File: src/hdl/soc_params.svh
// Address map, boot memory size and pad timing, included by the fabric RTL and the testbench
`ifndef SOC_PARAMS_SVH
`define SOC_PARAMS_SVH

// Boot memory, 4 KiB window
`define BOOT_BASE 32'h0201_0000
`define BOOT_ADDR_BITS 12
`define BOOT_DEPTH_WORDS 1024

// Game controller reader, one word
`define CONT_BASE 32'h0200_0200
`define CONT_ADDR_BITS 2

// System cycle counter, low and high word
`define SCLK_BASE 32'h0200_0300
`define SCLK_ADDR_BITS 3

// Pad tick every 2**9 system clocks
`define CONT_TICK_DIV_BITS 9

// Bits shifted out per pad and frame
`define CONT_BUTTONS 8

`endif

File: src/hdl/soc_pkg.sv
// AXI-Lite channel payloads and slave select codes, imported by every fabric module
package soc_pkg;

	typedef enum logic [1:0] {
		OKAY = 2'd0,
		SLVERR = 2'd2,
		DECERR = 2'd3
	} axil_resp_e;

	// Decoder target, SEL_NONE answers with DECERR
	typedef enum logic [1:0] {
		SEL_BOOT,
		SEL_CONT,
		SEL_SCLK,
		SEL_NONE
	} slave_sel_e;

	// AW and AR payload
	typedef struct packed {
		logic [31:0] addr;
		logic [2:0] prot;
	} axil_addr_t;

	typedef struct packed {
		logic [31:0] data;
		logic [3:0] strb;
	} axil_wdata_t;

	typedef struct packed {
		logic [31:0] data;
		axil_resp_e resp;
	} axil_rdata_t;

endpackage

File: src/hdl/system_counter.sv
// Read-only 64-bit cycle counter slave, low word at offset 0 and latched high word at offset 4
`include "soc_params.svh"

module system_counter (
	input logic clk_50mhz,
	input logic resetn,
	input soc_pkg::axil_addr_t aw,
	input logic awvalid,
	output logic awready,
	input soc_pkg::axil_wdata_t w,
	input logic wvalid,
	output logic wready,
	output soc_pkg::axil_resp_e b,
	output logic bvalid,
	input logic bready,
	input soc_pkg::axil_addr_t ar,
	input logic arvalid,
	output logic arready,
	output soc_pkg::axil_rdata_t r,
	output logic rvalid,
	input logic rready
);
	import soc_pkg::*;

	logic [63:0] count;
	logic [31:0] shadow_hi, rdata_q;
	logic lo_sel, rd_fire;

	assign lo_sel = ar.addr[`SCLK_ADDR_BITS-1:2] == '0;
	assign arready = arvalid && !rvalid;
	assign rd_fire = arvalid && arready;
	assign awready = awvalid && wvalid && !bvalid;
	assign wready = awready;

	always_ff @(posedge clk_50mhz) begin
		if (!resetn) begin
			count <= '0;
			rvalid <= 1'b0;
			bvalid <= 1'b0;
		end else begin
			count <= count + 64'd1;
			if (rd_fire)
				rvalid <= 1'b1;
			else if (rready)
				rvalid <= 1'b0;
			if (awready)
				bvalid <= 1'b1;
			else if (bready)
				bvalid <= 1'b0;
		end
	end

	// Low read snapshots the high half so a later high read matches it
	always_ff @(posedge clk_50mhz) begin
		if (rd_fire) begin
			rdata_q <= lo_sel ? count[31:0] : shadow_hi;
			if (lo_sel)
				shadow_hi <= count[63:32];
		end
	end

	assign r = '{data: rdata_q, resp: OKAY};
	assign b = SLVERR;

endmodule

File: config.mk
export PLATFORM = sky130hd
export DESIGN_NAME = system_counter
export DESIGN_NICKNAME = d
export VERILOG_FILES = /design/src/hdl/soc_pkg.sv /design/src/hdl/system_counter.sv
export VERILOG_INCLUDE_DIRS = /design/src /design/src/hdl
export SDC_FILE = /design/constraint.sdc
export NUM_CORES = 1
export LEC_CHECK = 0
export ABC_AREA = 1
export BUFFER_PORTS_ARGS = -buffer_cell sky130_fd_sc_hd__buf_2
export CORE_MARGIN = 1.5
export CORE_UTILIZATION = 30
export DETAILED_ROUTE_END_ITERATION = 10
export GPL_TIMING_DRIVEN = 0
export SYNTH_ARGS = -nofsm -noshare
export SYNTH_HDL_FRONTEND = slang
export SYNTH_SLANG_ARGS = --single-unit
export TNS_END_PERCENT = 50
File: constraint.sdc
create_clock -name clk_50mhz -period 4.4 [get_ports clk_50mhz]
set_clock_uncertainty 0.1 [all_clocks]
set_input_delay 0.88 -clock clk_50mhz [delete_from_list [all_inputs] [get_ports clk_50mhz]]
set_output_delay 0.88 -clock clk_50mhz [all_outputs]
set_load 0.005 [all_outputs]
* Word-level counts from Yosys, hierarchy flattened *
Cells that the tools add are included.

storage, ports and cells
  bits in registers = 130
  word-level logic and storage cells = 21
  output and inout bits = 41
  input bits = 113

cells by class
  bitwise operators = 1
  add/sub/neg operators = 1
  reductions and logical operators = 9
  muxes and demuxes = 5

operators by type and width
  cell                     count
  $add A64 B1 Y64 const B  1
  $mux W32                 1
  $logic_and A1 B1 Y1      4
  $mux W1                  4
  $reduce_bool A2 Y1       2
  $logic_not A1 Y1         2
  $reduce_and A2 Y1        1
  $not A1 Y1               1

* Logic depth before layout (Yosys ltp) *
  depth after elaboration = 4
  gate-level depth with buffers = 11
  depth with buffers taken out = 11

* Least setup slack after synthesis *
OpenSTA, ideal clock, no wires.

  path type = in2reg
  start point = in arvalid
  end point = reg shadow_hi[0], enable pin
  path buffers = 0
  stages on the path = 4
  required time = 3,879 ps
  path slack = -85 ps
  data arrival time = 3,964 ps
  setup time = 421 ps
  cells stage by stage = inv_1 nor2_1 inv_1 nor2_1

on the way
  word-level cells in the longest chain between the ends = 3

RTL lines
  what                                RTL line              source
  from (decl)                         system_counter.sv:17  input logic arvalid,
  $logic_and A1 B1 Y1                 system_counter.sv:30  assign arready = arvalid && !rvalid;
  named net arready                   system_counter.sv:18  output logic arready,
  $logic_and A1 B1 Y1                 system_counter.sv:31  assign rd_fire = arvalid && arready;
  $reduce_and A2 Y1 (no source line)  n/a
  to (signal assigned)                system_counter.sv:58  shadow_hi <= count[63:32];
  to (decl)                           system_counter.sv:26  logic [31:0] shadow_hi, rdata_q;

The timed path passes the listed nets, and every way through them passes these cells.
A chain may end at the register's enable or synchronous reset.

* Final worst setup path *
  start point = in arvalid
  end point = out arready

on the way
  word-level cells in the longest chain between the ends = 1

RTL lines
  what                 RTL line
  $logic_and A1 B1 Y1  system_counter.sv:30
  to (decl)            system_counter.sv:18

Every way passes these cells.

==> impl_metrics.csv <==
group,metric,value,unit
sta,report.final.setup_viol,0,
route,wl_per_cell,15.50,um
final_layout,cell_area_after_layout,0.007326,mm^2
logic_synthesis,post_synth_main_area_contributors,"sky130_fd_sc_hd__edfxtp_1 (31%), sky130_fd_sc_hd__dfxtp_1 (22%), sky130_fd_sc_hd__nand2_1 (14%)",
cts,post_cts.resized_instances,0,
hold_path,min_path_type,"register to register",
final_layout,fraction_of_final_layout_cells_with_drive_strength_greater_than_1,12.26,%
route,detailedRoute.firstIterationViolations,424,
final_layout,end_of_flow_core_utilization,36.44,%
logic_synthesis,synth.yosys.seq_area_share,53.02,%
route,ant_nets,0,
sta,report.final.hold_viol_count,0,
final_layout,area.growth.synth_to_final,19.76,%
sta,achievable-frequency,361.2,MHz
power_and_ir_drop,power.net_switching,0.0006461,W
critical_path,worstPathArrival,1.79,ns
cts,cts_sink_count,130,
power_and_ir_drop,power.switching_fraction,22.91,%
place,dpl-instance-area,0.006743,mm^2
sta,max_slew_margin,44.32,%
cts,clk_path_buf_depth,2,
route,drcViolationCount,0,
global_route,largest_net_degree_at_the_start_of_global_routing,23,
logic_synthesis,post-synth-top-area-cell,"sky130_fd_sc_hd__edfxtp_1",
power_and_ir_drop,internal_power,0.002175,W
logic_synthesis,synth-async-reset-ratio,0,%
hold_path,hp-start,"count[0]$_SDFF_PN0_",
critical_path,endpoint_kind,"output port",
status,status,"completed",
cts,post-cts-setup-buffer-count,0,
critical_path,cp_max_fo,22,
critical_path,r2r-end,"shadow_hi[9]$_DFFE_PP_",
cts,clk_transition_reported_paths,0.06,ns
logic_synthesis,synth_top_area_share,31.42,%
logic_synthesis,netlist-cell-type-count,24,
logic_synthesis,synth_edf_count,64,
cts,clk_root_buffer_cell,"sky130_fd_sc_hd__clkbuf_16",
cts,hold_buffers,0,
logic_synthesis,synth_area_per_inst,7.618,um^2
sta,least_margin_pin_slew,0.8352,ns
route,routed_wirelength,17.84,mm
logic_synthesis,netlist_area,0.006117,mm^2
route,firstDrtPassIters,5,
critical_path,cp.required,3.42,ns
floorplanning,num_rows,52,
place,place.port_buffers,42,
hold_path,min_delay_path_depth,1,
final_layout,num-nets-final,982,
power_and_ir_drop,combPwrFrac,3.8,%
logic_synthesis,synth.ff_latch_count,130,
logic_synthesis,yosysWarningCount,0,
sta,period_minus_slack,2.769,ns
run,cap_viol_max_count,0,
power_and_ir_drop,share_seq_of_total_power,46.3,%
power_and_ir_drop,vdd.ir_drop.worst,0.2032,mV
floorplanning,fp.coreArea,0.02010,mm^2
critical_path,worst-setup-path-type,"input pin to output port",
floorplanning,pin_count,154,
sta,fin_crit_sh,62.93,%
floorplanning,floorplan.die_area,0.02126,mm^2
floorplanning,dieWidth,145.8,um
critical_path,timing.reg2reg.worst_path_depth,5,
critical_path,rrSetupSlack,2.22,ns
global_route,wire_length_of_the_first_global_routing_pass,27.23,mm
cts,inserted_clock_buffers,17,
final_layout,antenna_cells,0,
power_and_ir_drop,pwr_density_cell,385.0,mW/mm^2
final_layout,fill_cells,2106,
logic_synthesis,synth_top_flop_cell,"sky130_fd_sc_hd__dfxtp_1",
sta,grt_setup_unrepaired,"false",
global_route,antenna_found_initial,0,
global_route,gr-usage-all-layers,17.38,%
floorplanning,fp.dieH,145.8,um
critical_path,worstReg2RegStart,"rvalid$_SDFFE_PN0P_",
route,via_per_inst,4.491,
logic_synthesis,syn-instance-count,803,
floorplanning,floorplan.initialDensity,30.43,%
place,hpwl,13.61,mm
sta,timing.final.max_slew_violations,0,
place,gp_congestion,0.9222,
power_and_ir_drop,leak,2.685,nW
cts,cts_htree_levels,4,
global_route,grt_pass1_vias,4853,
hold_path,min_to,"count[0]$_SDFF_PN0_",
power_and_ir_drop,power.clock.fraction,49.9,%
route,num_vias,5169,
critical_path,crit_path_start_kind,"input pin",
cts,cts_tree,"yes",
global_route,grt_remaining_overflow,0,
cts,clock_insertion_delay_worst_skew,0.43,ns
-- critical path: stages --
cell,delay (ns)
sky130_fd_sc_hd__buf_2,0.07
sky130_fd_sc_hd__inv_1,0.05
sky130_fd_sc_hd__nor2_4,0.41
sky130_fd_sc_hd__buf_16,0.23
sky130_fd_sc_hd__buf_2,0.13
-- Yosys cell counts (all sizes together) (3+ instances only) --
cell    number
nor3         3
nand3       29
o21bai       7
mux2         6
inv         88
nor2       181
clkbuf      11
a21oi       34
o21ai       52
nand4        9
nand2      240
buf          7
edfxtp      64
dfxtp       66
-- power groups by stage --
stage	Clock [W]	Combinational [W]	Sequential (W)
3_3_place_gp	0	0.000100	0.00133
2_1_floorplan	0	0.0000495	0.00134
4_1_cts	0.00143	0.000110	0.00131
6_report	0.00141	0.000106	0.00131
3_5_place_dp	0	0.000109	0.00133
5_1_grt	0.00148	0.000119	0.00131
-- layer usage --
layer / track usage, % / vias up / share of wire (%)
met5: 0 / - / 0
met4: 7.806 / 0 / 3.3
met3: 4.389 / 33 / 5.2
met2: 27.64 / 118 / 45
met1: 22.27 / 2335 / 47
li1: - / 2683 / -
-- stage by stage --
step	instances	TNS [ns]	hold slack [ns]	setup WS (ns)	total power, W
2_1_floorplan	805	0	0.3297	0.5225	0.001386
3_5_place_dp	1119	0	0.3465	1.469	0.001442
5_1_grt	1151	0	0.3809	1.518	0.002913
6_report	1151	0	0.3568	1.631	0.002821
3_3_place_gp	1117	-37.03	0.3417	-1.159	0.001434
4_1_cts	1151	0	0.3606	1.561	0.002852
-- cell families after synthesis --
group                      count (synthesis)  share of synthesized area, %
AOI/OAI and AO/OA                         93                         7.895
xor gates and xnor gates                   1                        0.1432
adders and majority gates                  1                        0.2045
buffers and inverters                    106                         6.811
DFF                                      130                         53.02
muxes                                      6                         1.104
other                                      2                        0.1228
and+or+nand+nor                          464                         30.70
-- final cells by class --
cell class	instances	area, um^2	share of cell area, %
clock buffers	17	425.4	5.807
repair buffers	44	265.3	3.621
well taps	270	337.8	4.611
plain buffers	18	86.33	1.178
inverters	88	330.3	4.509
clock inverters	15	157.7	2.152
flip-flops and latches	130	3243	44.27
multi-input cells	569	2480	33.85
-- state kept, by name, indices dropped and copies added (netlist names) --
signal     flops
shadow_hi     32
count         64
rdata_q       32
bvalid         1
rvalid         1
-- how the worst max path moves through the flow --
stage,startpoint,to,cells past startpoint
6_report,arvalid,arready,5
5_1_grt,arvalid,arready,5
4_1_cts,arvalid,arready,5
3_5_place_dp,arvalid,shadow_hi[14]$_DFFE_PP_,7
3_3_place_gp,arvalid,shadow_hi[10]$_DFFE_PP_,5
2_1_floorplan,arvalid,shadow_hi[0]$_DFFE_PP_,4
-- cells in the final DEF, fill, tap and decap left out, drive strengths merged, types with 7 or more instances in the layout --
cell type	n
o21ai	52
inv	93
o21bai	7
nand3	29
clkbuf	28
edfxtp	64
nor2	181
nand4	9
a21oi	34
nand2	240
dfxtp	66
buf	51
No activity file was read; power rests on OpenSTA's default activity.
