### src/hdl/soc_params.svh
// Address map, boot memory size and pad timing, included by the fabric RTL and the testbench
`ifndef SOC_PARAMS_SVH
`define SOC_PARAMS_SVH

// Boot memory, 4 KiB window
`define BOOT_BASE 32'h0201_0000
`define BOOT_ADDR_BITS 12
`define BOOT_DEPTH_WORDS 1024

// Game controller reader, one word
`define CONT_BASE 32'h0200_0200
`define CONT_ADDR_BITS 2

// System cycle counter, low and high word
`define SCLK_BASE 32'h0200_0300
`define SCLK_ADDR_BITS 3

// Pad tick every 2**9 system clocks
`define CONT_TICK_DIV_BITS 9

// Bits shifted out per pad and frame
`define CONT_BUTTONS 8

`endif

### src/hdl/soc_pkg.sv
// AXI-Lite channel payloads and slave select codes, imported by every fabric module
package soc_pkg;

	typedef enum logic [1:0] {
		OKAY = 2'd0,
		SLVERR = 2'd2,
		DECERR = 2'd3
	} axil_resp_e;

	// Decoder target, SEL_NONE answers with DECERR
	typedef enum logic [1:0] {
		SEL_BOOT,
		SEL_CONT,
		SEL_SCLK,
		SEL_NONE
	} slave_sel_e;

	// AW and AR payload
	typedef struct packed {
		logic [31:0] addr;
		logic [2:0] prot;
	} axil_addr_t;

	typedef struct packed {
		logic [31:0] data;
		logic [3:0] strb;
	} axil_wdata_t;

	typedef struct packed {
		logic [31:0] data;
		axil_resp_e resp;
	} axil_rdata_t;

endpackage

### src/hdl/controller_reader.sv
// Serial game pad reader slave, polls two pads every frame and returns both button bytes
`include "soc_params.svh"

module controller_reader (
	input logic clk_50mhz,
	input logic resetn,
	input soc_pkg::axil_addr_t aw,
	input logic awvalid,
	output logic awready,
	input soc_pkg::axil_wdata_t w,
	input logic wvalid,
	output logic wready,
	output soc_pkg::axil_resp_e b,
	output logic bvalid,
	input logic bready,
	input soc_pkg::axil_addr_t ar,
	input logic arvalid,
	output logic arready,
	output soc_pkg::axil_rdata_t r,
	output logic rvalid,
	input logic rready,
	output logic c1clock,
	output logic c1latch,
	output logic c2clock,
	output logic c2latch,
	input logic c1data,
	input logic c2data
);
	import soc_pkg::*;

	// Latch tick, two ticks per bit, then idle
	localparam int BIT_TICKS = 2 * `CONT_BUTTONS;
	localparam int FRAME_LAST = BIT_TICKS + 3;
	localparam int STEP_BITS = $clog2(FRAME_LAST + 1);

	logic [`CONT_TICK_DIV_BITS-1:0] div_cnt;
	logic [STEP_BITS-1:0] step, step_nxt;
	logic tick, clk_rise, latch_q, pclk_q;
	logic [1:0] pad_data;
	logic [1:0][`CONT_BUTTONS-1:0] shift_q, buttons_q;
	logic [31:0] rdata_q;

	assign tick = &div_cnt;
	assign pad_data = {c2data, c1data};
	assign step_nxt = (step == STEP_BITS'(FRAME_LAST)) ? '0 : step + 1'b1;
	// Even ticks of the bit window raise the pad clock
	assign clk_rise = step_nxt != '0 && step_nxt <= STEP_BITS'(BIT_TICKS) && !step_nxt[0];

	always_ff @(posedge clk_50mhz) begin
		if (!resetn) begin
			div_cnt <= '0;
			step <= STEP_BITS'(FRAME_LAST);
			latch_q <= 1'b0;
			pclk_q <= 1'b0;
			buttons_q <= '0;
		end else begin
			div_cnt <= div_cnt + 1'b1;
			if (tick) begin
				step <= step_nxt;
				latch_q <= step_nxt == '0;
				pclk_q <= clk_rise;
				if (step_nxt == STEP_BITS'(BIT_TICKS + 1))
					buttons_q <= shift_q;
			end
		end
	end

	// Sample before the pad shifts, pins are active low
	always_ff @(posedge clk_50mhz) begin
		if (tick && clk_rise) begin
			for (int p = 0; p < 2; p++)
				shift_q[p] <= {~pad_data[p], shift_q[p][`CONT_BUTTONS-1:1]};
		end
	end

	assign c1latch = latch_q;
	assign c2latch = latch_q;
	assign c1clock = pclk_q;
	assign c2clock = pclk_q;

	assign arready = arvalid && !rvalid;
	assign awready = awvalid && wvalid && !bvalid;
	assign wready = awready;

	always_ff @(posedge clk_50mhz) begin
		if (!resetn) begin
			rvalid <= 1'b0;
			bvalid <= 1'b0;
		end else begin
			if (arready)
				rvalid <= 1'b1;
			else if (rready)
				rvalid <= 1'b0;
			if (awready)
				bvalid <= 1'b1;
			else if (bready)
				bvalid <= 1'b0;
		end
	end

	// Pad 2 in the upper byte
	always_ff @(posedge clk_50mhz) begin
		if (arready)
			rdata_q <= 32'(buttons_q);
	end

	assign r = '{data: rdata_q, resp: OKAY};
	assign b = SLVERR;

	assert property (@(posedge clk_50mhz) disable iff (!resetn)
		(c1latch || c2latch) |-> !(c1clock || c2clock));

endmodule

### config.mk
export PLATFORM = sky130hd
export DESIGN_NAME = controller_reader
export DESIGN_NICKNAME = d
export VERILOG_FILES = /design/src/hdl/soc_pkg.sv /design/src/hdl/controller_reader.sv
export VERILOG_INCLUDE_DIRS = /design/src /design/src/hdl
export SDC_FILE = /design/constraint.sdc
export NUM_CORES = 1
export LEC_CHECK = 0
export ABC_AREA = 1
export BUFFER_PORTS_ARGS = -buffer_cell sky130_fd_sc_hd__buf_2
export CORE_UTILIZATION = 44
export CTS_CLUSTER_SIZE = 8
export DETAILED_ROUTE_END_ITERATION = 12
export PLACE_DENSITY = 0.85
export RECOVER_POWER = 25
export SLEW_MARGIN = 20
export SYNTH_ARGS = -nofsm -noshare
export SYNTH_HDL_FRONTEND = slang
export SYNTH_SLANG_ARGS = --single-unit
### constraint.sdc
create_clock -name clk_50mhz -period 2.95 [get_ports clk_50mhz]
set_clock_uncertainty 0.15 [all_clocks]
set_input_delay 0.295 -clock clk_50mhz [delete_from_list [all_inputs] [get_ports clk_50mhz]]
set_output_delay 0.295 -clock clk_50mhz [all_outputs]
set_load 0.01 [all_outputs]
# After elaboration in Yosys (flattened, before gate mapping)
# Cells that the tools add are included.
classes:
  n_addsub: 2
  magnitude_cmp: 1
  eq_ne: 2
  mux: 5
  n_bitwise: 2
  reduce_logical: 15
op_table:
  columns: ["operator", "n"]
  rows:
  - ["5-bit == test (second input constant)", 2]
  - ["10-bit AND reduction", 1]
  - ["9-bit by 1-bit adder with 9-bit output (second input constant)", 1]
  - ["9-bit AND reduction", 1]
  - ["1-bit logical AND", 6]
  - ["5-bit by 1-bit adder with 5-bit output (second input constant)", 1]
  - ["5-bit <= comparator (second input constant)", 1]
  - ["5-bit zero test", 1]
  - ["5-bit two-way mux", 1]
  - ["5-bit nonzero test", 1]
  - ["1-bit two-way mux", 4]
  - ["2-bit nonzero test", 2]
  - ["1-bit zero test", 3]
  - ["1-bit NOT", 2]
totals:
  regBits: 66
  in_bits: 115
  out_inout_bits: 45
  word_cells: 38

# Logic depth before layout (Yosys ltp)
depth:
  word_depth: 6
  depth_mapped: 11
  depth_no_buf: 10

# Worst setup path before layout
# OpenSTA, ideal clock, no wires.
synth_timing:
  kind: "reg2reg"
  from: "register step[0]"
  to: "register shift_q[0] (netlist bit), enable pin"
  setup_time_ns: 0.364
  arrival_ns: 1.708
  t_required_ns: 2.436
  path_slack_ns: 0.728
  path_stages_with_launch: 11
  path_buffers: 0
  period_less_slack_ns: 2.222
  cell_sequence: "dfxtp_1 ha_1 nand2_1 inv_2 nand2_4 nand2_2 nand2_4 nor3b_1 ha_1 nand3_1 inv_1"
synth_via:
  elab_chain_cells: 6
  elab_cells_between_ends: 9
  classes_between: "add/sub (1); order compare (1); eq/ne (1); mux (1); reduce/logical (5)"
synth_lines:
  columns: ["item", "line_no", "source"]
  rows:
  - ["start: declaration", "controller_reader.sv:37", "logic [STEP_BITS-1:0] step, step_nxt;"]
  - ["start signal: assignment", "controller_reader.sv:52", "step <= STEP_BITS'(FRAME_LAST);"]
  - ["start signal: assignment", "controller_reader.sv:59", "step <= step_nxt;"]
  - ["5-bit by 1-bit adder with 5-bit output or 5-bit == test (tied branches)", "controller_reader.sv:45", "assign step_nxt = (step == STEP_BITS'(FRAME_LAST)) ? '0 : step + 1'b1;"]
  - ["5-bit two-way mux (*)", "controller_reader.sv:45", null]
  - ["5-bit <= comparator or 5-bit nonzero test (tied branches)", "controller_reader.sv:47", "assign clk_rise = step_nxt != '0 && step_nxt <= STEP_BITS'(BIT_TICKS) && !step_nxt[0];"]
  - ["1-bit logical AND", "controller_reader.sv:47", null]
  - ["1-bit logical AND (*)", "controller_reader.sv:47", null]
  - ["1-bit logical AND (*)", "controller_reader.sv:70", "if (tick && clk_rise) begin"]
  - ["end signal: indexed assignment", "controller_reader.sv:72", "shift_q[p] <= {~pad_data[p], shift_q[p][`CONT_BUTTONS-1:1]};"]
  - ["end: declaration", "controller_reader.sv:40", "logic [1:0][`CONT_BUTTONS-1:0] shift_q, buttons_q;"]
# Mark *: on every way between the ends. The rest lies on a longest branch, timed or not.
# A chain may end at the register's enable or synchronous reset.

# Worst setup path in the final report
layout_timing:
  from: "register step[0]"
  to: "register shift_q[13] (netlist bit), enable pin"
# The elaborated chain is that of the path after synthesis.

==> results.py <==
metrics = {
    "sta": {
        "tightest_slew_ns": 0.5092,
        "hold_ws_ns": 0.04213,
        "max_slew_margin_pct": 66.05,
        "max_freq_mhz": 424.4,
        "rsz0062_at_grt": "no",
        "fin_crit_sh_pct": 79.88,
        "setup_violations": 0,
        "period_needed_ns": 2.356,
        "slew_viol_final": 0,
        "tns_ns": 0,
        "setup_ws_ns": 0.5936,
        "hold_violations": 0,
    },
    "logic_synthesis": {
        "synth-seq-area-share_pct": 58.10,
        "synth_cell_types": 31,
        "yosysWarnings": 0,
        "synth_edf_count": 32,
        "synth.cell_area_mm2": 0.002825,
        "syn_area_per_cell_um2": 10.05,
        "ys.flop_type": "dfxtp_1",
        "synth_seq_cells": 66,
        "async_flop_share_pct": 0,
        "syn_inst": 281,
    },
    "placement": {
        "gp_congestion": 0.7712,
        "port_buffers": 33,
        "hpwl_um": 2674,
        "pre_cts_slack_ns": 0.6332,
        "place_area_mm2": 0.002893,
    },
    "drt": {
        "avgRoutedWirePerCell_um": 10.68,
        "dr_total_vias": 1793,
        "ant_nets": 0,
        "route.detailed.drc": 0,
        "routed_wl_um": 4174,
        "viasPerCell": 4.586,
        "initialDrtViolationCount": 102,
        "drt_pass1_iterations": 4,
    },
    "worst_hold_path": {
        "min_path_cells": 2,
        "hold_end": "shift_q[15]",
        "min_path_type": "in -> reg",
        "hold_start": "c2data",
    },
    "pwr": {
        "combPwrFrac_pct": 3.5,
        "power_density_mw_per_mm2": 623.6,
        "p_int_uw": 1553,
        "ir_worst_vdd_mv": 0.3019,
        "p_clk_share_pct": 46.6,
        "p_sw_share_pct": 20.54,
        "power.switching_uw": 401.5,
        "power_leakage_uw": 0.001411,
        "seqPwrFrac_pct": 49.9,
    },
    "die": {
        "initial_core_util_pct": 46.61,
        "die_w_um": 82.13,
        "rows": 28,
        "fp.coreArea_mm2": 0.006061,
        "num_io_pins": 160,
        "die_h_um": 82.13,
        "die_area_mm2": 0.006745,
    },
    "worst_setup_path": {
        "critPathBufInv": 3,
        "r2r_slack_ns": 0.59,
        "cp.arrival_ns": 2.29,
        "worst_path_max_delay_cell": "dfxtp_1",
        "criticalPathCategory": "reg -> reg",
        "reg2reg_from": "step[0]",
        "end_kind": "register",
        "startpoint_type": "register",
        "slowest_delay_ns": 0.40,
        "critPathMaxFanout": 16,
        "worstPathCellList": "ha_1 -> nand2_1 -> inv_2 -> nand2_4 -> nand2_2 -> nand2_4 -> nor3b_1 -> ha_1 -> nand3_1 -> inv_1 -> buf_4",
        "critical_path_required_ns": 2.88,
        "critical_path.top_delay_family": "simple AND/OR/NAND/NOR gates",
        "reg2reg_depth": 11,
        "rr_endpoint": "shift_q[13]",
    },
    "run": {
        "drv_cap": 0,
    },
    "grt": {
        "track_usage_pct": 13.84,
        "antenna_found_initial": 0,
        "grt_pass1_vias": 1622,
        "grt-ovfl-total": 0,
        "grt_max_degree": 33,
        "grt_pass1_wl_um": 6796,
    },
    "cts": {
        "clk_pin_slew_ns": 0.07,
        "clk_latency_ns": 0.34,
        "cts_sinks": 66,
        "cts_tree": "yes",
        "cts_resized": 0,
        "cts_root_buffer": "clkbuf_8",
        "cts_buffer_depth": 2,
        "ctsHoldBuffers": 0,
        "htree_levels": 3,
        "cts_setup_buffers": 0,
        "numCtsBuffers": 9,
    },
    "finish": {
        "final_layout_size_suffix_gt1_share_pct": 21.20,
        "design_area_mm2": 0.003134,
        "antenna_cells": 0,
        "regArea_mm2": 0.001642,
        "area_growth_pct": 10.94,
        "layout.nets": 430,
        "multiInputGateArea_um2": 838.3,
        "n_fill_cell": 547,
        "final_util_pct": 51.71,
        "final_cell_mix": "nand2_1 (34), dfxtp_1 (34), inv_1 (33), nor2_1 (33), buf_2 (33)",
    },
    "outcome": {
        "status": "completed",
    },
}
-- worst reg2reg max path, cell delays in order (launching register included) --
cell     delay, ns
dfxtp_1       0.40
ha_1          0.26
nand2_1       0.09
inv_2         0.08
nand2_4       0.07
nand2_2       0.10
nand2_4       0.08
nor3b_1       0.23
ha_1          0.28
nand3_1       0.11
inv_1         0.05
buf_4         0.20
-- per-layer routing --
metal | global-route usage [%] | part of all wire (%)
met2 | 22.31 | 48
met3 | 5.934 | 5.2
met5 | 0 | 0
met4 | 8.421 | 2.4
met1 | 15.04 | 45
-- state kept, by name, indices dropped and copies added (netlist names) --
register,flops
div_cnt,9
c1clock,1
rdata_q,16
c1latch,1
step,5
rvalid,1
buttons_q,16
bvalid,1
shift_q,16
-- cell type report --
| class | instances | area share [%] |
|---|---|---|
| inverters | 37 | 4.431 |
| clock buffers | 9 | 3.952 |
| clock inverters | 7 | 3.752 |
| well taps | 75 | 2.994 |
| multi-input cells | 162 | 26.75 |
| repair buffers | 35 | 5.749 |
| flip-flops and latches | 66 | 52.38 |
-- worst max-delay path by stage --
stage	cells past startpoint	to	slack, ns	startpoint
3_5_place_dp	11	shift_q[8]	0.63	step[0]
6_report	11	shift_q[13]	0.59	step[0]
2_1_floorplan	10	shift_q[0]	0.73	step[0]
5_1_grt	11	shift_q[9]	0.38	step[0]
4_1_cts	11	shift_q[9]	0.58	step[0]
3_3_place_gp	11	shift_q[8]	0.70	step[0]
-- stage by stage --
step           power [uW]  std cells
2_1_floorplan        1061        299
3_3_place_gp         1063        375
3_5_place_dp         1065        375
4_1_cts              1968        391
5_1_grt              2018        391
6_report             1954        391
-- logic make-up after synthesis --
| family | Yosys count | synth area share (%) |
|---|---|---|
| compound gates | 33 | 6.555 |
| xor+xnor | 2 | 0.6201 |
| fa+ha+maj | 4 | 1.772 |
| buf+inv | 71 | 14.61 |
| flops | 66 | 58.10 |
| other cells | 2 | 0.2658 |
| simple gates | 103 | 18.07 |
-- power by group through the flow --
stage	clock (uW)	sequential, uW	combinational (uW)
floorplan	0	1000	57.3
CTS	923	976	68.8
detailed placement	0	997	68.4
global placement	0	996	67.1
global route	962	978	77.6
finish	911	976	68.0
-- synthesized netlist by cell type (3+ instances only) --
library cell,instances,area share [%]
nor2_1,33,4.4
nand2_1,34,4.5
clkbuf_1,4,0.53
a21oi_1,21,3.7
ha_1,4,1.8
nand3_1,22,3.9
buf_6,5,2.0
dfxtp_1,34,24
o21ai_1,3,0.53
inv_1,33,4.4
buf_4,23,6.1
edfxtp_1,32,34
inv_2,4,0.53
Power figures use the tool's default switching activity.
