**config.mk**
```make
export PLATFORM = sky130hd
export DESIGN_NAME = axil_decoder
export DESIGN_NICKNAME = d
export VERILOG_FILES = /design/src/hdl/soc_pkg.sv /design/src/hdl/axil_decoder.sv
export VERILOG_INCLUDE_DIRS = /design/src /design/src/hdl
export SDC_FILE = /design/constraint.sdc
export NUM_CORES = 1
export LEC_CHECK = 0
export BUFFER_PORTS_ARGS = -buffer_cell sky130_fd_sc_hd__buf_2
export CORE_AREA = 2 2 236 238
export CTS_CLUSTER_DIAMETER = 120
export DETAILED_ROUTE_END_ITERATION = 8
export DIE_AREA = 0 0 238 240
export PLACE_DENSITY = 0.4
export REMOVE_ABC_BUFFERS = 1
export SLEW_MARGIN = 25
export SYNTH_ARGS = -nofsm -noshare
export SYNTH_HDL_FRONTEND = slang
export SYNTH_SLANG_ARGS = --single-unit
```
**constraint.sdc**
```tcl
create_clock -name clk_50mhz -period 2.99 [get_ports clk_50mhz]
set_input_delay 0.897 -clock clk_50mhz [delete_from_list [all_inputs] [get_ports clk_50mhz]]
set_output_delay 0.897 -clock clk_50mhz [all_outputs]
set_load 0.1 [all_outputs]
```
**src/hdl/soc_params.svh**
```systemverilog
// Address map, boot memory size and pad timing, included by the fabric RTL and the testbench
`ifndef SOC_PARAMS_SVH
`define SOC_PARAMS_SVH

// Boot memory, 4 KiB window
`define BOOT_BASE 32'h0201_0000
`define BOOT_ADDR_BITS 12
`define BOOT_DEPTH_WORDS 1024

// Game controller reader, one word
`define CONT_BASE 32'h0200_0200
`define CONT_ADDR_BITS 2

// System cycle counter, low and high word
`define SCLK_BASE 32'h0200_0300
`define SCLK_ADDR_BITS 3

// Pad tick every 2**9 system clocks
`define CONT_TICK_DIV_BITS 9

// Bits shifted out per pad and frame
`define CONT_BUTTONS 8

`endif

```
**src/hdl/soc_pkg.sv**
```systemverilog
// AXI-Lite channel payloads and slave select codes, imported by every fabric module
package soc_pkg;

	typedef enum logic [1:0] {
		OKAY = 2'd0,
		SLVERR = 2'd2,
		DECERR = 2'd3
	} axil_resp_e;

	// Decoder target, SEL_NONE answers with DECERR
	typedef enum logic [1:0] {
		SEL_BOOT,
		SEL_CONT,
		SEL_SCLK,
		SEL_NONE
	} slave_sel_e;

	// AW and AR payload
	typedef struct packed {
		logic [31:0] addr;
		logic [2:0] prot;
	} axil_addr_t;

	typedef struct packed {
		logic [31:0] data;
		logic [3:0] strb;
	} axil_wdata_t;

	typedef struct packed {
		logic [31:0] data;
		axil_resp_e resp;
	} axil_rdata_t;

endpackage

```
**src/hdl/axil_decoder.sv**
```systemverilog
// Single-master AXI-Lite address decoder, instantiated by the fabric top in front of the slaves
`include "soc_params.svh"

module axil_decoder (
	input logic clk_50mhz,
	input logic resetn,
	// Master side
	input soc_pkg::axil_addr_t s_aw, s_ar,
	input soc_pkg::axil_wdata_t s_w,
	input logic s_awvalid, s_wvalid, s_bready, s_arvalid, s_rready,
	output logic s_awready, s_wready, s_bvalid, s_arready, s_rvalid,
	output soc_pkg::axil_resp_e s_b,
	output soc_pkg::axil_rdata_t s_r,
	// Boot memory
	output soc_pkg::axil_addr_t boot_aw, boot_ar,
	output soc_pkg::axil_wdata_t boot_w,
	output logic boot_awvalid, boot_wvalid, boot_bready, boot_arvalid, boot_rready,
	input logic boot_awready, boot_wready, boot_bvalid, boot_arready, boot_rvalid,
	input soc_pkg::axil_resp_e boot_b,
	input soc_pkg::axil_rdata_t boot_r,
	// Controller reader
	output soc_pkg::axil_addr_t cont_aw, cont_ar,
	output soc_pkg::axil_wdata_t cont_w,
	output logic cont_awvalid, cont_wvalid, cont_bready, cont_arvalid, cont_rready,
	input logic cont_awready, cont_wready, cont_bvalid, cont_arready, cont_rvalid,
	input soc_pkg::axil_resp_e cont_b,
	input soc_pkg::axil_rdata_t cont_r,
	// Cycle counter
	output soc_pkg::axil_addr_t sclk_aw, sclk_ar,
	output soc_pkg::axil_wdata_t sclk_w,
	output logic sclk_awvalid, sclk_wvalid, sclk_bready, sclk_arvalid, sclk_rready,
	input logic sclk_awready, sclk_wready, sclk_bvalid, sclk_arready, sclk_rvalid,
	input soc_pkg::axil_resp_e sclk_b,
	input soc_pkg::axil_rdata_t sclk_r
);
	import soc_pkg::*;

	slave_sel_e ar_sel, aw_sel, rd_sel, wr_sel;
	logic rd_pending, rd_issue, wr_pending, wr_issue;
	logic rd_accept, wr_accept;
	logic slv_arready, slv_rvalid, slv_awready, slv_bvalid;
	axil_addr_t rd_req, wr_req;
	axil_wdata_t wr_data;
	axil_rdata_t slv_r;
	axil_resp_e slv_b;

	function automatic slave_sel_e decode(input logic [31:0] addr);
		if ((addr >> `BOOT_ADDR_BITS) == (`BOOT_BASE >> `BOOT_ADDR_BITS))
			return SEL_BOOT;
		if ((addr >> `CONT_ADDR_BITS) == (`CONT_BASE >> `CONT_ADDR_BITS))
			return SEL_CONT;
		if ((addr >> `SCLK_ADDR_BITS) == (`SCLK_BASE >> `SCLK_ADDR_BITS))
			return SEL_SCLK;
		return SEL_NONE;
	endfunction

	assign ar_sel = decode(s_ar.addr);
	assign aw_sel = decode(s_aw.addr);

	// One read and one write in flight
	assign rd_accept = s_arvalid && !rd_pending;
	assign wr_accept = s_awvalid && s_wvalid && !wr_pending;
	assign s_arready = rd_accept;
	assign s_awready = wr_accept;
	assign s_wready = wr_accept;

	always_ff @(posedge clk_50mhz) begin
		if (!resetn) begin
			rd_pending <= 1'b0;
			rd_issue <= 1'b0;
			rd_sel <= SEL_NONE;
			wr_pending <= 1'b0;
			wr_issue <= 1'b0;
			wr_sel <= SEL_NONE;
		end else begin
			if (rd_accept) begin
				rd_pending <= 1'b1;
				rd_issue <= ar_sel != SEL_NONE;
				rd_sel <= ar_sel;
			end else begin
				if (rd_issue && slv_arready)
					rd_issue <= 1'b0;
				if (s_rvalid && s_rready)
					rd_pending <= 1'b0;
			end
			if (wr_accept) begin
				wr_pending <= 1'b1;
				wr_issue <= aw_sel != SEL_NONE;
				wr_sel <= aw_sel;
			end else begin
				if (wr_issue && slv_awready)
					wr_issue <= 1'b0;
				if (s_bvalid && s_bready)
					wr_pending <= 1'b0;
			end
		end
	end

	always_ff @(posedge clk_50mhz) begin
		if (rd_accept)
			rd_req <= s_ar;
		if (wr_accept) begin
			wr_req <= s_aw;
			wr_data <= s_w;
		end
	end

	// Unmapped selection falls through to a zero DECERR response
	always_comb begin
		slv_arready = 1'b0;
		slv_rvalid = 1'b0;
		slv_r = '{data: '0, resp: DECERR};
		case (rd_sel)
			SEL_BOOT: begin
				slv_arready = boot_arready;
				slv_rvalid = boot_rvalid;
				slv_r = boot_r;
			end
			SEL_CONT: begin
				slv_arready = cont_arready;
				slv_rvalid = cont_rvalid;
				slv_r = cont_r;
			end
			SEL_SCLK: begin
				slv_arready = sclk_arready;
				slv_rvalid = sclk_rvalid;
				slv_r = sclk_r;
			end
			default: begin
			end
		endcase
	end

	always_comb begin
		slv_awready = 1'b0;
		slv_bvalid = 1'b0;
		slv_b = DECERR;
		case (wr_sel)
			SEL_BOOT: begin
				slv_awready = boot_awready && boot_wready;
				slv_bvalid = boot_bvalid;
				slv_b = boot_b;
			end
			SEL_CONT: begin
				slv_awready = cont_awready && cont_wready;
				slv_bvalid = cont_bvalid;
				slv_b = cont_b;
			end
			SEL_SCLK: begin
				slv_awready = sclk_awready && sclk_wready;
				slv_bvalid = sclk_bvalid;
				slv_b = sclk_b;
			end
			default: begin
			end
		endcase
	end

	assign s_rvalid = rd_pending && !rd_issue && (rd_sel == SEL_NONE || slv_rvalid);
	assign s_r = slv_r;
	assign s_bvalid = wr_pending && !wr_issue && (wr_sel == SEL_NONE || slv_bvalid);
	assign s_b = slv_b;

	assign boot_ar = rd_req;
	assign cont_ar = rd_req;
	assign sclk_ar = rd_req;
	assign boot_arvalid = rd_issue && rd_sel == SEL_BOOT;
	assign cont_arvalid = rd_issue && rd_sel == SEL_CONT;
	assign sclk_arvalid = rd_issue && rd_sel == SEL_SCLK;
	assign boot_rready = s_rready && rd_pending && rd_sel == SEL_BOOT;
	assign cont_rready = s_rready && rd_pending && rd_sel == SEL_CONT;
	assign sclk_rready = s_rready && rd_pending && rd_sel == SEL_SCLK;

	assign boot_aw = wr_req;
	assign cont_aw = wr_req;
	assign sclk_aw = wr_req;
	assign boot_w = wr_data;
	assign cont_w = wr_data;
	assign sclk_w = wr_data;
	assign boot_awvalid = wr_issue && wr_sel == SEL_BOOT;
	assign cont_awvalid = wr_issue && wr_sel == SEL_CONT;
	assign sclk_awvalid = wr_issue && wr_sel == SEL_SCLK;
	assign boot_wvalid = boot_awvalid;
	assign cont_wvalid = cont_awvalid;
	assign sclk_wvalid = sclk_awvalid;
	assign boot_bready = s_bready && wr_pending && wr_sel == SEL_BOOT;
	assign cont_bready = s_bready && wr_pending && wr_sel == SEL_CONT;
	assign sclk_bready = s_bready && wr_pending && wr_sel == SEL_SCLK;

	// Responses toward the master hold until taken
	assert property (@(posedge clk_50mhz) disable iff (!resetn)
		s_rvalid && !s_rready |=> s_rvalid && $stable(s_r));
	assert property (@(posedge clk_50mhz) disable iff (!resetn)
		s_bvalid && !s_bready |=> s_bvalid && $stable(s_b));
	// At most one slave busy on the read channel
	assert property (@(posedge clk_50mhz) disable iff (!resetn)
		$onehot0({boot_arvalid || boot_rvalid, cont_arvalid || cont_rvalid,
			sclk_arvalid || sclk_rvalid}));

endmodule

```
# Word level (Yosys, flattened, before mapping)

Index checks and enable logic that the tools add are counted.

Logic and storage cells: 104
Input bits: 236
Output and inout bits: 374
Register bits: 114

Equality and inequality tests: 14
Multiplexer cells: 38
Reduce and logical (&&, ||, !) cells: 40

Operator list:

| kind                   | count |
|---|---|
| $pmux W34 S3           | 1 |
| $eq A30 B24 Y1 const B | 2 |
| $eq A29 B23 Y1 const B | 2 |
| $eq A20 B14 Y1 const B | 2 |
| $logic_and A1 B1 Y1    | 28 |
| $mux W2                | 12 |
| $mux W1                | 20 |
| $pmux W1 S3            | 4 |
| $eq A2 B2 Y1 const B   | 4 |
| $reduce_bool A2 Y1     | 4 |
| $pmux W2 S3            | 1 |
| $eq A2 B1 Y1 const B   | 2 |
| $logic_not A1 Y1       | 4 |
| $logic_not A2 Y1       | 2 |
| $ne A2 B2 Y1 const B   | 2 |
| $logic_or A1 B1 Y1     | 2 |

# Logic depth before layout (Yosys ltp)

Gate-level depths: netlist of run 1.

Depth in word-level cells: 10
Mapped depth: 6
Gate-level depth less buffers: 4

# Worst setup path before layout of run 1

Ideal clock, no wire load.

Kind: reg2out
Start point: register wr_sel[0]
End point: output port cont_wvalid
Slack: -1.265 ns
Stages on the path, launching flop included: 4
Path buffers: 2
Data required time: 2.093 ns
Data arrival time: 3.358 ns
Cells stage by stage: dfxtp_1 > buf_2 > nor3b_1 > buf_4

Cells in the longest elaborated chain, start to end: 2

RTL lines:

| element                | RTL line            | text |
|---|---|---|
| start, declared        | axil_decoder.sv:38  | `slave_sel_e ar_sel, aw_sel, rd_sel, wr_sel;` |
| start signal, assigned | axil_decoder.sv:89  | `wr_sel <= aw_sel;` |
| $eq A2 B1 Y1           | axil_decoder.sv:181 | `assign cont_awvalid = wr_issue && wr_sel == SEL_CONT;` |
| $logic_and A1 B1 Y1    | axil_decoder.sv:181 |  |
| end, declared          | axil_decoder.sv:24  | `output logic cont_awvalid, cont_wvalid, cont_bready, cont_arvalid, cont_rready,` |

Every way passes these cells.

# Worst setup path in the final report of run 1

Start point: register rd_sel[0]
End point: output port s_rvalid

Cells in the longest elaborated chain, start to end: 4
Elaborated cells between the ends (all ways): 7
Classes of those cells: eq/ne (3); mux (1); reduce/logical (3)

RTL lines:

| element                              | RTL line            | text |
|---|---|---|
| start, declared                      | axil_decoder.sv:38  |  |
| start signal, assigned               | axil_decoder.sv:79  | `rd_sel <= ar_sel;` |
| $eq A2 B2 Y1 (tied with other cells) | axil_decoder.sv:113 | `case (rd_sel)` |
| $pmux W1 S3                          | axil_decoder.sv:113 |  |
| $logic_or A1 B1 Y1 (*)               | axil_decoder.sv:159 | `assign s_rvalid = rd_pending && !rd_issue && (rd_sel == SEL_NONE \|\| slv_rvalid);` |
| $logic_and A1 B1 Y1 (*)              | axil_decoder.sv:159 |  |
| end, declared                        | axil_decoder.sv:11  | `output logic s_awready, s_wready, s_bvalid, s_arready, s_rvalid,` |

Every way passes the cells marked *; elsewhere a longest branch is shown, timed or not.

==> reports/metrics.csv, run 1 <==
stage,metric,value,unit
status,status,finished clean,
detailed_routing,dr.pass1.iters,4,
worst_setup_path,crit_family,buffers and inverters,
global_routing,busiest_layer,met2,
worst_setup_path,cpPeakStageDelay,0.39,ns
synth,synth_xor_area_share,0,%
global_routing,grt_first_pass_wirelength,41400,um
clock_network,cts_tree,done,
detailed_routing,via_per_inst,3.34,
pwr,power.density,613,nW/um^2
clock_network,clock_sinks,114,
clock_network,cts-root-buf,clkbuf_16,
clock_network,cts_buffers,17,
floorplanning,core,54700,um^2
synth,synthAdderAreaFrac,0,%
synth,syn_area_per_cell,12.0,um^2
clock_network,htree_levels,4,
synth,ys_seq_elements,114,
finish,area_growth,58.1,%
clock_network,cts_buffer_depth,2,
finish,fillers,6097,
synth,synth_ff_type,edfxtp_1,
sta,period_share,96.9,%
worst_setup_path,crit_path_cell_trace,"buf_6, buf_6, mux2_4, o221a_4, buf_4",
synth,synth_area_leaders,"edfxtp_1 (50%), buf_4 (26%), mux2i_1 (5.2%)",
finish,fin_util,18.3,%
detailed_routing,wl_per_cell,19.9,um
worst_setup_path,startpoint_type,register,
finish,multi_input_area,1280,um^2
worst_setup_path,crit_path_end_kind,output port,
worst_setup_path,slowest_stage,dfxtp_4,
sta,fmax,0.345,GHz
detailed_routing,wl,33100,um
placed_design,hpwlAfterDp,28400,um
pwr,ir_drop,0.000386,V
floorplanning,die-area,57100,um^2
worst_setup_path,cpMostUsedCell,buf_6,
sta,setup-tns-final,0,ns
synth,syn_inst,528,
placed_design,gp_congestion,0.782,
synth,synth.distinct_cells,41,
worst_setup_path,path_max_fanout,11,
sta,setup-violations-final,0,
global_routing,grt_use_met1,12.6,%
finish,drive_gt1_share,71.4,%
worst_setup_path,cp.required,2.09,ns
synth,synth_mux_area_share,6.34,%
global_routing,first_global_vias,5305,
sta,tightest_slew,0.729,ns
synth,synth_area,6330,um^2
synth,synth_seq_area_share,52.8,%
floorplanning,die-width,238,um
synth,synth_top_family_by_area,buffers and inverters,
global_routing,use_met3,3.23,%
global_routing,grtUsageTotal,11.0,%
flow_run,maxCapViolCount,0,
clock_network,clk_pin_slew_worst_paths,0.07,ns
finish,register_area,3350,um^2
pwr,p_leak,4.66,nW
synth,async_flop_share,0,%
sta,finalClockSkew,0.0162,ns
detailed_routing,vias,5566,
global_routing,overflow,0,
detailed_routing,antenna_left,0,
synth,yosys_warnings,0,
detailed_routing,drt-initial-drc-count,193,
floorplanning,die_h,240,um
sta,drv_slew,0,
global_routing,grt_max_degree,75,
synth,yosysTopAreaCell,edfxtp_1,
floorplanning,ioPinCount,610,
floorplanning,initial_core_util,11.6,%
worst_setup_path,path_buf_inv,3,
floorplanning,rows,86,
synth,synth-edff-count,106,
worst_setup_path,critPathKind,reg2out,
clock_network,clk_latency,0.46,ns
detailed_routing,remaining_drc_errors,0,
global_routing,grt_use_met2,18.9,%
synth,netlist.area_leader.share,50.2,%
placed_design,io_buffers,609,
global_routing,antenna_found_initial,5,
sta,min_period,2.90,ns
min_path,worstHoldPathType,reg2reg,
synth,synth-compound-area-share,5.79,%
finish,final_nets,1183,
worst_setup_path,crit_arrival,2.00,ns
sta,finalHoldViolations,0,
sta,slew_headroom,51.8,%
synth,synthSimpleGateAreaFrac,7.66,%
sta,rsz0062_at_grt,yes,
stage by stage:
step / std cells / hold slack, ns / setup slack, ns / area, um^2 / total power, W
after CTS: 1659 / 0.558 / 0.00125 / 9960 / 0.00626
after floorplan: 296 / 0.542 / -2.71 / 4600 / 0.00352
after global routing: 1665 / 0.574 / -0.0240 / 10000 / 0.00633
after global placement: 1627 / 0.596 / 0.235 / 9300 / 0.00400
after detailed placement: 1627 / 0.574 / 0.220 / 9300 / 0.00400
final: 1666 / 0.586 / 0.0920 / 10000 / 0.00615
power by group:
| part | internal, W | switching (W) | leakage, nW |
|---|---|---|---|
| Clock | 0.00139 | 0.000802 | 0.287 |
| Sequential | 0.00184 | 0.0000800 | 1.06 |
| Combinational | 0.000284 | 0.00175 | 3.31 |
| Total | 0.00351 | 0.00263 | 4.66 |
registers in the layout, summed over array words and instances, names as in the netlist:
| name | count |
|---|---|
| boot_aw | 35 |
| rd_pending | 1 |
| boot_ar | 35 |
| rd_sel | 2 |
| wr_sel | 2 |
| rd_issue | 1 |
| wr_pending | 1 |
| boot_w | 36 |
| wr_issue | 1 |
layout by cell type (no fill, tap or decap), drive strengths merged, types with 4 or more instances in the layout:
cell	n
nand2	35
nor4b	6
nor4	5
nand2b	5
o22a	4
mux2i	33
nor3b	8
a31oi	4
nor2b	4
a31o	6
buf	629
clkinv	4
nor2	7
mux2	6
clkinvlp	4
edfxtp	106
dfxtp	8
bufinv	4
clkbuf	21
o21ai	33
worst reg2reg max path, stage by stage (launching register included):
cell      delay, ns
dfxtp_1        0.32
nand2b_1       0.27
inv_1          0.18
buf_4          0.46
nor3b_1        0.10
a31oi_1        0.35
routing by layer:
layer / routed length [um] / share of wire, %
met5: 0 / 0
met4: 933 / 2.8
met3: 2510 / 7.6
met2: 16500 / 50
met1: 13100 / 40
logic make-up after synthesis:
kind of cell,after synthesis
multiplexers,39
AO/OA/AOI/OAI,56
buffers and inverters,234
AND/OR/NAND/NOR,85
flip-flops,114
path summary, 6_finish.rpt:
check / depth (start not counted) / startpoint / slack (ns) / end
max: 5 / rd_sel[0]$_SDFFE_PN1P_ / 0.09 / s_rvalid
min: 2 / rd_pending$_SDFFE_PN0P_ / 0.59 / rd_pending$_SDFFE_PN0P_
max reg2reg: 5 / rd_pending$_SDFFE_PN0P_ / 1.15 / rd_sel[0]$_SDFFE_PN1P_
min reg2reg: 2 / rd_pending$_SDFFE_PN0P_ / 0.59 / rd_pending$_SDFFE_PN0P_
what timing repair did:
action | 4_1_cts | 5_1_grt
hold buffers | 0 | 0
endpoints found under the setup margin | 38 | 16
pin swaps | 0 | 0
setup buffers | 0 | 4
cloned | 0 | 1
gates resized for setup | 11 | 6
layout make-up:
type | count | share of cell area (%)
clock inverters | 13 | 1.85
multi-input cells | 181 | 12.7
flip-flops and latches | 114 | 33.4
repair buffers | 631 | 38.7
diodes | 2 | 0.0500
clock buffers | 19 | 4.32
inverters | 2 | 0.0749
well taps | 704 | 8.79
synthesized netlist by cell type, types with 3 or more instances:
cell type	count
o21ai_0	33
buf_6	5
nand2_1	35
nor4_1	5
buf_2	9
nand2b_1	5
buf_4	216
nor2_1	5
nor4b_1	6
a31oi_1	4
dfxtp_1	8
nor2b_1	3
mux2i_1	33
nor3_1	3
a31o_2	6
nor3b_1	8
o22a_1	4
edfxtp_1	106
mux2_2	5
Power figures use the tool's default switching activity.
==> run 2: changes to the inputs <==
--- a/config.mk
+++ b/config.mk
@@ -11,7 +11,6 @@
 export CTS_CLUSTER_DIAMETER = 120
 export DETAILED_ROUTE_END_ITERATION = 8
 export DIE_AREA = 0 0 238 240
-export PLACE_DENSITY = 0.4
 export REMOVE_ABC_BUFFERS = 1
 export SLEW_MARGIN = 25
 export SYNTH_ARGS = -nofsm -noshare
==> reports/metrics.csv, run 2 (synthesis gave the netlist of run 1 again) <==
stage,metric,value,unit,change
status,status,finished clean,,
worst_setup_path,startpoint_type,register,,
floorplanning,ioPinCount,610,,unchanged
sta,drv_slew,0,,unchanged
placed_design,place_inst,1620,,-0.43%
detailed_routing,wl,33000,um,-0.30%
detailed_routing,remaining_drc_errors,0,,unchanged
finish,final_nets,1174,,-0.76%
detailed_routing,drt-initial-drc-count,281,,+46%
worst_setup_path,r2r_end,boot_w[14]$_DFFE_PP_,,
finish,final_cells,1657,,-0.54%
finish,fillers,6025,,-1.2%
detailed_routing,wl_per_cell,19.9,um,+0.24%
finish,area_growth,57.4,%,
floorplanning,die_h,240,um,unchanged
sta,hold_slack,0.598,ns,+0.0124 ns
worst_setup_path,startpoint,wr_sel[0]$_SDFFE_PN1P_,,
floorplanning,die-area,57100,um^2,unchanged
placed_design,gp_congestion,0.825,,+5.5%
clock_network,cts_tree,done,,
global_routing,grt_first_pass_wirelength,40000,um,-3.2%
detailed_routing,vias,5644,,+1.4%
clock_network,cts-root-buf,clkbuf_16,,
worst_setup_path,rr_startpoint,wr_pending$_SDFFE_PN0P_,,
clock_network,clk_pin_slew_worst_paths,0.07,ns,about the same
floorplanning,initial_core_util,11.6,%,unchanged
placed_design,io_buffers,609,,unchanged
global_routing,first_global_vias,5274,,-0.58%
sta,finalHoldViolations,0,,unchanged
sta,min_period,2.87,ns,-0.0282 ns
detailed_routing,antenna_left,0,,unchanged
pwr,power.density,617,nW/um^2,+0.57%
placed_design,hpwlAfterDp,27900,um,-1.6%
worst_setup_path,cp.required,2.09,ns,about the same
global_routing,grtUsageTotal,10.5,%,-0.47 points
worst_setup_path,reg2reg_depth,3,,-2
finish,largest_reg_flops,36,,unchanged
floorplanning,core,54700,um^2,unchanged
sta,rsz0062_at_grt,yes,,
finish,layout.cells.most_common_list,"buf_2 (568), edfxtp_1 (106), buf_12 (43), nand2_1 (35), o21ai_0 (33)",,
pwr,ir_drop,0.000396,V,+2.5%
clock_network,htree_levels,4,,unchanged
sta,finalClockSkew,0.0174,ns,+0.00114 ns
placed_design,placed_cell_area,9250,um^2,-0.54%
worst_setup_path,crit_arrival,1.97,ns,-0.03 ns
sta,fmax,0.348,GHz,+0.98%
clock_network,clk_latency,0.46,ns,about the same
min_path,min-delay-start,rd_pending$_SDFFE_PN0P_,,
sta,setup-tns-final,0,ns,unchanged
clock_network,clock_sinks,114,,unchanged
worst_setup_path,cp-endpoint,s_bvalid,,
clock_network,cts_buffers,17,,unchanged
sta,period_share,96.0,%,-0.94 points
worst_setup_path,crit_path_end_kind,output port,,
detailed_routing,via_per_inst,3.41,,+2.0%
finish,drive_gt1_share,71.6,%,+0.25 points
flow_run,maxCapViolCount,0,,unchanged
clock_network,cts_buffer_depth,2,,unchanged
detailed_routing,dr.pass1.iters,4,,unchanged
floorplanning,die-width,238,um,unchanged
sta,tightest_slew,0.696,ns,-0.0329 ns
global_routing,antenna_found_initial,5,,unchanged
finish,final_common_cell,buf_2,,
worst_setup_path,rrSetupSlack,1.14,ns,about the same
pwr,p_leak,4.62,nW,-0.79%
finish,fin_area,9970,um^2,-0.49%
worst_setup_path,critPathKind,reg2out,,
min_path,worstHoldPathType,reg2reg,,
global_routing,grt_max_degree,55,,-27%
sta,slew_headroom,53.2,%,+1.4 points
worst_setup_path,path_max_fanout,10,,-1
floorplanning,rows,86,,unchanged
sta,setup-violations-final,0,,unchanged
global_routing,overflow,0,,unchanged
run 2: timing repair:
| action | in CTS | in global routing |
|---|---|---|
| endpoints found under the setup margin | 10 | 29 |
| resized for setup | 4 | 6 |
| hold buffers | 0 | 0 |
| buffers inserted | 0 | 1 |
| gates cloned | 0 | 2 |
run 2: how the worst min path moves through the flow:
stage,to,slack [ns],cells past startpoint
after global routing,boot_w[11]$_DFFE_PP_,0.57,1
final,rd_pending$_SDFFE_PN0P_,0.60,2
after global placement,rd_pending$_SDFFE_PN0P_,0.60,2
after CTS,rd_pending$_SDFFE_PN0P_,0.56,2
after detailed placement,rd_pending$_SDFFE_PN0P_,0.59,2
after floorplan,rd_pending$_SDFFE_PN0P_,0.54,2
run 2: worst max-delay path, cell delays in order, from the launching register on:
cell,delay (ns)
dfxtp_2,0.46
buf_4,0.18
mux2_2,0.33
o221a_2,0.26
buf_2,0.29
run 2: layer usage:
| metal | share of wire, % | GRT usage [%] | up-vias |
|---|---|---|---|
| li1 | - | - | 2482 |
| met1 | 41 | 13.0 | 2705 |
| met2 | 48 | 17.3 | 421 |
| met3 | 8.1 | 2.92 | 36 |
| met4 | 2.5 | 4.11 | 0 |
| met5 | 0 | 0 | - |
run 2: power by group:
group          switching [W]  internal (W)
logic                0.00175      0.000284
registers          0.0000826       0.00184
clock network       0.000858       0.00133
run 2: cell type report:
class                           instances  area [um^2]  share of cell area [%]
Timing Repair Buffer                  622         3810                    38.3
Antenna cell                            2         5.00                  0.0502
Inverter                                2         7.51                  0.0753
Sequential cell                       114         3350                    33.6
Clock buffer                           17          425                    4.27
Multi-Input combinational cell        181         1290                    12.9
Tap cell                              704          881                    8.84
Clock inverter                         15          198                    1.98
run 2: per-stage QoR:
step                power [W]  utilization, %  setup WS, ns
finish                0.00615            18.2         0.120
floorplan             0.00352               -         -2.71
global placement      0.00399            16.9         0.148
detailed placement    0.00400            16.9         0.250
CTS                   0.00625            18.1       -0.0417
global route          0.00634            18.2      -0.00698
